[src/verilog/ex_pkg.sv]
package ex_pkg;

    localparam int XLEN  = 32;  // data and address width
    localparam int RF_AW = 5;   // register file address width

    // alu operation select, decoded upstream
    typedef enum logic [3:0] {
        ALU_ADD  = 4'd0,
        ALU_SUB  = 4'd1,
        ALU_SLT  = 4'd2,   // signed compare
        ALU_SLTU = 4'd3,   // unsigned compare
        ALU_AND  = 4'd4,
        ALU_OR   = 4'd5,
        ALU_XOR  = 4'd6,
        ALU_NOR  = 4'd7,
        ALU_SLL  = 4'd8,
        ALU_SRL  = 4'd9,
        ALU_SRA  = 4'd10,
        ALU_LUI  = 4'd11,  // upper 20 bits of src2
        ALU_MUL  = 4'd12   // multi-cycle, low word only
    } alu_op_e;

    // memory access kind carried down the pipe
    typedef enum logic [3:0] {
        MEM_NONE  = 4'd0,
        MEM_LD_B  = 4'd1,
        MEM_LD_H  = 4'd2,
        MEM_LD_W  = 4'd3,
        MEM_LD_BU = 4'd4,
        MEM_LD_HU = 4'd5,
        MEM_ST_B  = 4'd6,
        MEM_ST_H  = 4'd7,
        MEM_ST_W  = 4'd8
    } mem_op_e;

endpackage
[src/verilog/ex_top.sv]
module ex_top
    import ex_pkg::*;
#(
    parameter int MUL_STEP_BITS = 1
) (
    input  logic             clk,
    input  logic             resetn,
    input  logic             flush,
    input  logic             in_valid,
    input  logic [XLEN-1:0]  in_pc,
    input  alu_op_e          in_alu_op,
    input  logic [XLEN-1:0]  in_src1,
    input  logic [XLEN-1:0]  in_src2,
    input  logic [XLEN-1:0]  in_imm,
    input  logic [XLEN-1:0]  in_rkd,
    input  mem_op_e          in_mem_op,
    input  logic             in_rf_we,
    input  logic [RF_AW-1:0] in_rf_waddr,
    output logic             allowin,
    input  logic             mem_allowin,
    output logic             out_valid,
    output logic [XLEN-1:0]  out_pc,
    output logic [XLEN-1:0]  out_result,
    output logic             out_rf_we,
    output logic [RF_AW-1:0] out_rf_waddr,
    output mem_op_e          out_mem_op,
    output logic             out_ale,
    output logic             data_sram_req,
    output logic             data_sram_wr,
    output logic [1:0]       data_sram_size,
    output logic [3:0]       data_sram_wstrb,
    output logic [XLEN-1:0]  data_sram_addr,
    output logic [XLEN-1:0]  data_sram_wdata,
    input  logic             data_sram_addr_ok
);

    // controller to alu
    logic            alu_start;
    alu_op_e         alu_op;
    logic [XLEN-1:0] alu_src1;
    logic [XLEN-1:0] alu_src2;
    logic [XLEN-1:0] alu_result;
    logic            alu_done;

    // controller to address unit
    logic [XLEN-1:0] agen_base;
    logic [XLEN-1:0] agen_imm;
    logic [XLEN-1:0] agen_rkd;
    mem_op_e         agen_mem_op;
    logic [XLEN-1:0] addr;
    logic [1:0]      size;
    logic [3:0]      wstrb;
    logic [XLEN-1:0] wdata;
    logic            is_mem;
    logic            is_store;
    logic            ale;

    ex_stage_ctrl ctrl_i (.*);

    ex_alu #(
        .MUL_STEP_BITS(MUL_STEP_BITS)
    ) alu_i (.*);

    ex_agen agen_i (.*);  // purely combinational

endmodule

[src/verilog/ex_stage_ctrl.sv]
module ex_stage_ctrl
    import ex_pkg::*;
(
    input  logic             clk,
    input  logic             resetn,
    input  logic             flush,
    input  logic             in_valid,
    input  logic [XLEN-1:0]  in_pc,
    input  alu_op_e          in_alu_op,
    input  logic [XLEN-1:0]  in_src1,
    input  logic [XLEN-1:0]  in_src2,
    input  logic [XLEN-1:0]  in_imm,
    input  logic [XLEN-1:0]  in_rkd,
    input  mem_op_e          in_mem_op,
    input  logic             in_rf_we,
    input  logic [RF_AW-1:0] in_rf_waddr,
    output logic             allowin,
    output logic             alu_start,
    output alu_op_e          alu_op,
    output logic [XLEN-1:0]  alu_src1,
    output logic [XLEN-1:0]  alu_src2,
    input  logic [XLEN-1:0]  alu_result,
    input  logic             alu_done,
    output logic [XLEN-1:0]  agen_base,
    output logic [XLEN-1:0]  agen_imm,
    output logic [XLEN-1:0]  agen_rkd,
    output mem_op_e          agen_mem_op,
    input  logic [XLEN-1:0]  addr,
    input  logic [1:0]       size,
    input  logic [3:0]       wstrb,
    input  logic [XLEN-1:0]  wdata,
    input  logic             is_mem,
    input  logic             is_store,
    input  logic             ale,
    input  logic             mem_allowin,
    output logic             out_valid,
    output logic [XLEN-1:0]  out_pc,
    output logic [XLEN-1:0]  out_result,
    output logic             out_rf_we,
    output logic [RF_AW-1:0] out_rf_waddr,
    output mem_op_e          out_mem_op,
    output logic             out_ale,
    output logic             data_sram_req,
    output logic             data_sram_wr,
    output logic [1:0]       data_sram_size,
    output logic [3:0]       data_sram_wstrb,
    output logic [XLEN-1:0]  data_sram_addr,
    output logic [XLEN-1:0]  data_sram_wdata,
    input  logic             data_sram_addr_ok
);

    logic             valid_q;
    logic             start_q;
    logic [XLEN-1:0]  pc_q;
    alu_op_e          alu_op_q;
    logic [XLEN-1:0]  src1_q;
    logic [XLEN-1:0]  src2_q;
    logic [XLEN-1:0]  imm_q;
    logic [XLEN-1:0]  rkd_q;
    mem_op_e          mem_op_q;
    logic             rf_we_q;
    logic [RF_AW-1:0] rf_waddr_q;
    logic             accept;
    logic             mem_pending;  // memory op still owes its request
    logic             ready_go;

    assign mem_pending = valid_q & is_mem & ~ale;
    // wait for the alu so a request is never sent twice
    assign data_sram_req = mem_pending & alu_done & mem_allowin & ~flush;

    assign ready_go  = alu_done & (~mem_pending | (data_sram_req & data_sram_addr_ok));
    assign allowin   = ~valid_q | (ready_go & mem_allowin);
    assign out_valid = valid_q & ready_go;
    assign accept    = in_valid & allowin & ~flush;

    always_ff @(posedge clk) begin
        if (!resetn) begin
            valid_q <= 1'b0;
            start_q <= 1'b0;
        end else begin
            start_q <= accept;  // alu kicks off the cycle after
            if (flush) begin
                valid_q <= 1'b0;
            end else if (allowin) begin
                valid_q <= in_valid;
            end
        end
    end

    always_ff @(posedge clk) begin
        if (accept) begin
            pc_q       <= in_pc;
            alu_op_q   <= in_alu_op;
            src1_q     <= in_src1;
            src2_q     <= in_src2;
            imm_q      <= in_imm;
            rkd_q      <= in_rkd;
            mem_op_q   <= in_mem_op;
            rf_we_q    <= in_rf_we;
            rf_waddr_q <= in_rf_waddr;
        end
    end

    assign alu_start = start_q;
    assign alu_op    = alu_op_q;
    assign alu_src1  = src1_q;
    assign alu_src2  = src2_q;

    assign agen_base   = src1_q;  // rj is the base register
    assign agen_imm    = imm_q;
    assign agen_rkd    = rkd_q;
    assign agen_mem_op = mem_op_q;

    assign data_sram_wr    = is_store;
    assign data_sram_size  = size;
    assign data_sram_wstrb = wstrb;
    assign data_sram_addr  = addr;
    assign data_sram_wdata = wdata;

    assign out_pc       = pc_q;
    assign out_result   = is_mem ? addr : alu_result;
    assign out_rf_we    = rf_we_q & ~ale;  // faulting load writes nothing
    assign out_rf_waddr = rf_waddr_q;
    assign out_mem_op   = mem_op_q;
    assign out_ale      = ale;

endmodule

[src/verilog/ex_agen.sv]
module ex_agen
    import ex_pkg::*;
(
    input  logic [XLEN-1:0] agen_base,
    input  logic [XLEN-1:0] agen_imm,
    input  logic [XLEN-1:0] agen_rkd,
    input  mem_op_e         agen_mem_op,
    output logic [XLEN-1:0] addr,
    output logic [1:0]      size,
    output logic [3:0]      wstrb,
    output logic [XLEN-1:0] wdata,
    output logic            is_mem,
    output logic            is_store,
    output logic            ale
);

    logic is_byte;
    logic is_half;
    logic is_word;

    assign addr = agen_base + agen_imm;

    always_comb begin
        is_byte  = 1'b0;
        is_half  = 1'b0;
        is_word  = 1'b0;
        is_store = 1'b0;
        case (agen_mem_op)
            MEM_LD_B, MEM_LD_BU: is_byte = 1'b1;
            MEM_LD_H, MEM_LD_HU: is_half = 1'b1;
            MEM_LD_W:            is_word = 1'b1;
            MEM_ST_B: begin
                is_byte  = 1'b1;
                is_store = 1'b1;
            end
            MEM_ST_H: begin
                is_half  = 1'b1;
                is_store = 1'b1;
            end
            MEM_ST_W: begin
                is_word  = 1'b1;
                is_store = 1'b1;
            end
            default: ;  // MEM_NONE
        endcase
    end

    assign is_mem = is_byte | is_half | is_word;

    assign size = is_word ? 2'd2 :
                  is_half ? 2'd1 : 2'd0;

    always_comb begin
        wstrb = 4'b0000;  // loads write nothing
        if (is_store) begin
            if (is_byte) begin
                wstrb = 4'b0001 << addr[1:0];
            end else if (is_half) begin
                wstrb = addr[1] ? 4'b1100 : 4'b0011;
            end else begin
                wstrb = 4'b1111;
            end
        end
    end

    // replicate so every lane carries the store value
    assign wdata = is_byte ? {4{agen_rkd[7:0]}} :
                   is_half ? {2{agen_rkd[15:0]}} : agen_rkd;

    assign ale = (is_half & addr[0]) | (is_word & (addr[1] | addr[0]));

endmodule

[src/verilog/ex_alu.sv]
module ex_alu
    import ex_pkg::*;
#(
    parameter int MUL_STEP_BITS = 1
) (
    input  logic            clk,
    input  logic            resetn,
    input  logic            alu_start,
    input  alu_op_e         alu_op,
    input  logic [XLEN-1:0] alu_src1,
    input  logic [XLEN-1:0] alu_src2,
    output logic [XLEN-1:0] alu_result,
    output logic            alu_done
);

    localparam int STEPS   = XLEN / MUL_STEP_BITS;  // multiply iterations
    localparam int CNT_W   = $clog2(STEPS) + 1;
    localparam int SHAMT_W = $clog2(XLEN);

    typedef enum logic {
        MUL_IDLE,
        MUL_BUSY
    } mul_state_e;

    mul_state_e         state_q;
    logic [CNT_W-1:0]   step_cnt_q;  // steps left after this one
    logic               done_q;
    logic [XLEN-1:0]    result_q;    // also the product accumulator
    logic [XLEN-1:0]    mcand_q;
    logic [XLEN-1:0]    mplier_q;
    logic [XLEN-1:0]    single_res;
    logic [XLEN-1:0]    partial;
    logic [SHAMT_W-1:0] shamt;

    assign shamt = alu_src2[SHAMT_W-1:0];

    always_comb begin
        case (alu_op)
            ALU_ADD:  single_res = alu_src1 + alu_src2;
            ALU_SUB:  single_res = alu_src1 - alu_src2;
            ALU_SLT:  single_res = {{(XLEN-1){1'b0}}, $signed(alu_src1) < $signed(alu_src2)};
            ALU_SLTU: single_res = {{(XLEN-1){1'b0}}, alu_src1 < alu_src2};
            ALU_AND:  single_res = alu_src1 & alu_src2;
            ALU_OR:   single_res = alu_src1 | alu_src2;
            ALU_XOR:  single_res = alu_src1 ^ alu_src2;
            ALU_NOR:  single_res = ~(alu_src1 | alu_src2);
            ALU_SLL:  single_res = alu_src1 << shamt;
            ALU_SRL:  single_res = alu_src1 >> shamt;
            ALU_SRA:  single_res = $signed(alu_src1) >>> shamt;
            ALU_LUI:  single_res = {alu_src2[19:0], 12'h000};
            default:  single_res = '0;  // mul goes through the iterator
        endcase
    end

    // one shift-add step over MUL_STEP_BITS multiplier bits
    always_comb begin
        partial = '0;
        for (int i = 0; i < MUL_STEP_BITS; i++) begin
            if (mplier_q[i]) begin
                partial = partial + (mcand_q << i);
            end
        end
    end

    always_ff @(posedge clk) begin
        if (!resetn) begin
            state_q    <= MUL_IDLE;
            step_cnt_q <= '0;
            done_q     <= 1'b0;
        end else if (alu_start) begin  // restarts even a busy multiply
            if (alu_op == ALU_MUL) begin
                state_q    <= MUL_BUSY;
                step_cnt_q <= CNT_W'(STEPS - 1);
                done_q     <= 1'b0;
            end else begin
                state_q <= MUL_IDLE;
                done_q  <= 1'b1;
            end
        end else if (state_q == MUL_BUSY) begin
            step_cnt_q <= step_cnt_q - 1'b1;
            if (step_cnt_q == '0) begin  // last step
                state_q <= MUL_IDLE;
                done_q  <= 1'b1;
            end
        end
    end

    always_ff @(posedge clk) begin
        if (alu_start) begin
            mcand_q  <= alu_src1;
            mplier_q <= alu_src2;
            result_q <= (alu_op == ALU_MUL) ? '0 : single_res;
        end else if (state_q == MUL_BUSY) begin
            mcand_q  <= mcand_q << MUL_STEP_BITS;
            mplier_q <= mplier_q >> MUL_STEP_BITS;
            result_q <= result_q + partial;  // low word of the product
        end
    end

    // single-cycle ops answer in the start cycle itself
    assign alu_result = alu_start ? single_res : result_q;
    assign alu_done   = alu_start ? (alu_op != ALU_MUL) : done_q;

endmodule

[config.mk]
export PLATFORM = sky130hd
export DESIGN_NAME = ex_top
export DESIGN_NICKNAME = d
export VERILOG_FILES = /design/src/verilog/ex_pkg.sv /design/src/verilog/ex_top.sv /design/src/verilog/ex_stage_ctrl.sv /design/src/verilog/ex_agen.sv /design/src/verilog/ex_alu.sv
export SDC_FILE = /design/constraint.sdc
export NUM_CORES = 1
export LEC_CHECK = 0
export BUFFER_PORTS_ARGS = -buffer_cell sky130_fd_sc_hd__buf_2
export CAP_MARGIN = 10
export CORE_ASPECT_RATIO = 2
export CORE_MARGIN = 3
export CORE_UTILIZATION = 50
export CTS_BUF_LIST = sky130_fd_sc_hd__clkbuf_2 sky130_fd_sc_hd__clkbuf_4 sky130_fd_sc_hd__clkbuf_8
export CTS_CLUSTER_DIAMETER = 80
export CTS_CLUSTER_SIZE = 24
export DETAILED_ROUTE_END_ITERATION = 12
export HOLD_SLACK_MARGIN = 0.12
export MAX_ROUTING_LAYER = met4
export PLACE_DENSITY_LB_ADDON = 0.05
export SLEW_MARGIN = 20
export SYNTH_ARGS = -nofsm -noshare
export SYNTH_HDL_FRONTEND = slang
export SYNTH_HIERARCHICAL = 1
export SYNTH_SLANG_ARGS = --single-unit
[constraint.sdc]
create_clock -name clk -period 15.22 [get_ports clk]
set_input_delay 1.522 -clock clk [delete_from_list [all_inputs] [get_ports clk]]
set_output_delay 1.522 -clock clk [all_outputs]
set_load 0.1 [all_outputs]
==> reports/results.tsv <==
metric	value	unit
clk sinks	280	
Worst Hold Class	reg2reg	
ratio of cells with drive above 1 in the final layout	21.7	%
Worst Skew	0.0530	ns
Row Count	115	
crit-path max FO	38	
Multi-input gate area	0.0146	sq mm
Synth Flop Type	edfxtp_1	
yosys warns	6	
Setup CP Type	reg2out	
grt ovf	0	
Starting Density	50.9	%
postcts setup bufs	0	
async set-reset flop share out of synthesis	0	%
CTS tree	done	
area growth from synthesis to layout	5.86	%
Detailed Route Iter0 Violations	2039	
routed len/inst	28.8	um
P_leak	10.9	nW
Distinct cells, synth	107	
status	complete, no violations	
TritonRoute pass-1 iters	6	
initial antenna violation count	4	
vias per cell	6.53	
GRT Util Overall	37.4	%
largest net degree at the start of global routing	150	
routability congestion estimate	1.04	
Synth Net Count	3056	
synth cell count leaders	edfxtp_1, o21ai_0, nor2_1	
Crit path largest cell delay	0.71	ns
Synth Cell Area	0.0252	sq mm
Sum Neg Setup Slack	0	ns
Crit path max-delay family	compound AO/OA/AOI/OAI gates	
Yosys top cell area share	32.2	%
post-CTS sizing	0	
clock root buffer	clkbuf_8	
I/O Pins	329	
register area	0.00831	sq mm
crit-path cells	buf_4 -> inv_2 -> buf_4 -> ha_1 -> inv_2 -> a21oi_1 -> o21bai_1 -> a21o_1 -> nor3_1 -> nor4_2 -> nor3_1 -> or4_1 -> a32oi_1 -> o21ai_0 -> mux2_4 -> buf_2	
drt drc	0	
Routed Antenna Nets	0	
port bufs	328	
EDFF count, synth	270	
startpoint types	flip-flop	
syn avg cell area	9.31	sq um
final WL	99600	um
Die Wd	165	um
number of global-route vias before repair	22610	
Nets	3162	
hold buffers post-CTS	0	
Layout fillers	4596	
Worst VDD drop	0.000130	V
top-count cell post-synth	edfxtp_1	
clock slew at the register clock pins of the worst setup and hold paths	0.16	ns
die height	323	um
Core Area	0.0495	sq mm
die area	0.0533	sq mm
placed wire-length estimate	77400	um
Critical Path AT	5.80	ns
RSZ-0062 raised after global routing	no	
worst rel slew slack	27.6	%
Via Count	22598	
flops & latches, synth	280	
Final Critical Period	7.32	ns
Max Transition Viols Final	0	
Max Clock Freq	137	MHz
Clock Latency Late Sink	0.63	ns
Fin. Hold Viols	0	
CP Data Required Time	13.70	ns
first-pass GRT wire length	143000	um
top cells by area, synth	edfxtp_1, ha_1, o21ai_0	
power per standard cell area	80.8	mW/mm^2
Max Root-Sink Buffers	3	
Seq/Total Area, Yosys	33.0	%
htree depth	1	
cell accounting for the most synthesized area	edfxtp_1	
Setup Viol. Count Final	0	
Max-cap violations	0	
overall power	2.15	mW
crit end category	primary output	
Worst Tran Pin Value	1.08	ns
crit path max-delay cell type	a32oi_1	
buffers and inverters on the worst path	5	
period utilization	48.1	%
Post-Synthesis Cells	2704	
cts bufs inserted	16	
==> cell usage in the layout, fill, tap and decap left out, types with 37 or more instances in the layout <==
cell type	count
a211oi_1	47
a21o_1	58
a21oi_1	185
a31oi_1	41
and2_1	41
buf_2	328
buf_4	50
edfxtp_1	270
ha_1	168
inv_1	145
mux2_2	87
mux2i_1	87
mux4_2	37
nand2_1	196
nand3_1	51
nor2_1	201
nor3_1	40
o21ai_0	213
xnor2_1	55
==> stage by stage <==
stage / std cells / hold WS (ns) / util [%] / setup WS, ns / cell area [sq um]
after floorplan: 2704 / 0.469 / - / 5.79 / 25200
after global placement: 3435 / 0.507 / 53.2 / 8.77 / 26300
after detailed placement: 3435 / 0.523 / 53.2 / 8.76 / 26300
after CTS: 3459 / 0.553 / 53.8 / 8.08 / 26600
after global routing: 3461 / 0.580 / 53.9 / 7.79 / 26700
final: 3461 / 0.549 / 53.9 / 7.90 / 26700
==> report_power, final <==
part | total [mW] | internal, mW | switching (mW)
clock | 0.375 | 0.122 | 0.253
sequential | 0.918 | 0.883 | 0.0351
combinational | 0.861 | 0.224 | 0.636
==> worst reg2reg max path: stages (launching register included) <==
cell and delay, ns:
edfxtp_1 0.37, buf_4 0.28, inv_2 0.11, buf_4 0.46, ha_1 0.42, inv_2 0.12
a21oi_1 0.08, o21bai_1 0.27, a21o_1 0.21, nor3_1 0.14, nor4_2 0.46, nor3_1 0.18
or4_1 0.44, a32oi_1 0.71, o21ai_0 0.18
==> worst paths after layout <==
kind,to,slack [ns],startpoint,cells past startpoint
max,out_result[0],7.90,ctrl_i/alu_src2[2],16
min,alu_i/mplier_q[28],0.55,alu_i/mplier_q[29],1
max reg2reg,alu_i/result_q[0],10.54,ctrl_i/alu_src2[2],14
min reg2reg,alu_i/mplier_q[28],0.55,alu_i/mplier_q[29],1
==> flip-flops by register name, summed over array words and instances, names as in the netlist <==
signal and count:
ctrl_i/valid_q 1, alu_i/state_q 1, ctrl_i/agen_rkd 32, ctrl_i/rf_we_q 1, ctrl_i/out_rf_waddr 5, ctrl_i/alu_src2 32
alu_i/step_cnt_q 6, alu_i/mplier_q 32, ctrl_i/out_pc 32, ctrl_i/alu_start 1, alu_i/result_q 32, ctrl_i/agen_base 32
ctrl_i/agen_imm 32, ctrl_i/alu_op 4, alu_i/done_q 1, alu_i/mcand_q 32, ctrl_i/agen_mem_op 4
==> layer usage <==
metal | track usage, % | routed length [um] | up-vias
met5 | - | 0 | -
met4 | 30.0 | 10100 | 0
met3 | 5.29 | 6150 | 394
met2 | 64.3 | 50400 | 1172
met1 | 37.3 | 32900 | 10943
li1 | - | - | 10089
==> layout make-up <==
cell class,count,area share (%)
diodes,2,0.0188
clock buffers,22,1.02
flip-flops and latches,280,31.2
repair buffers,380,7.72
multi-input cells,1981,54.8
clock inverters,2,0.136
inverters,151,2.15
well taps,643,3.02
==> cells by family after synthesis <==
kind of cell               Yosys count  synth area share, %
and+or+nand+nor                    652                 12.1
AOI/OAI and AO/OA                  837                 21.8
buffers and inverters              443                 9.20
DFF                                280                 33.0
xor gates and xnor gates            78                 2.71
muxes                              242                 12.5
adders and majority gates          172                 8.67
Note: power is estimated with default switching activity, not from simulation.
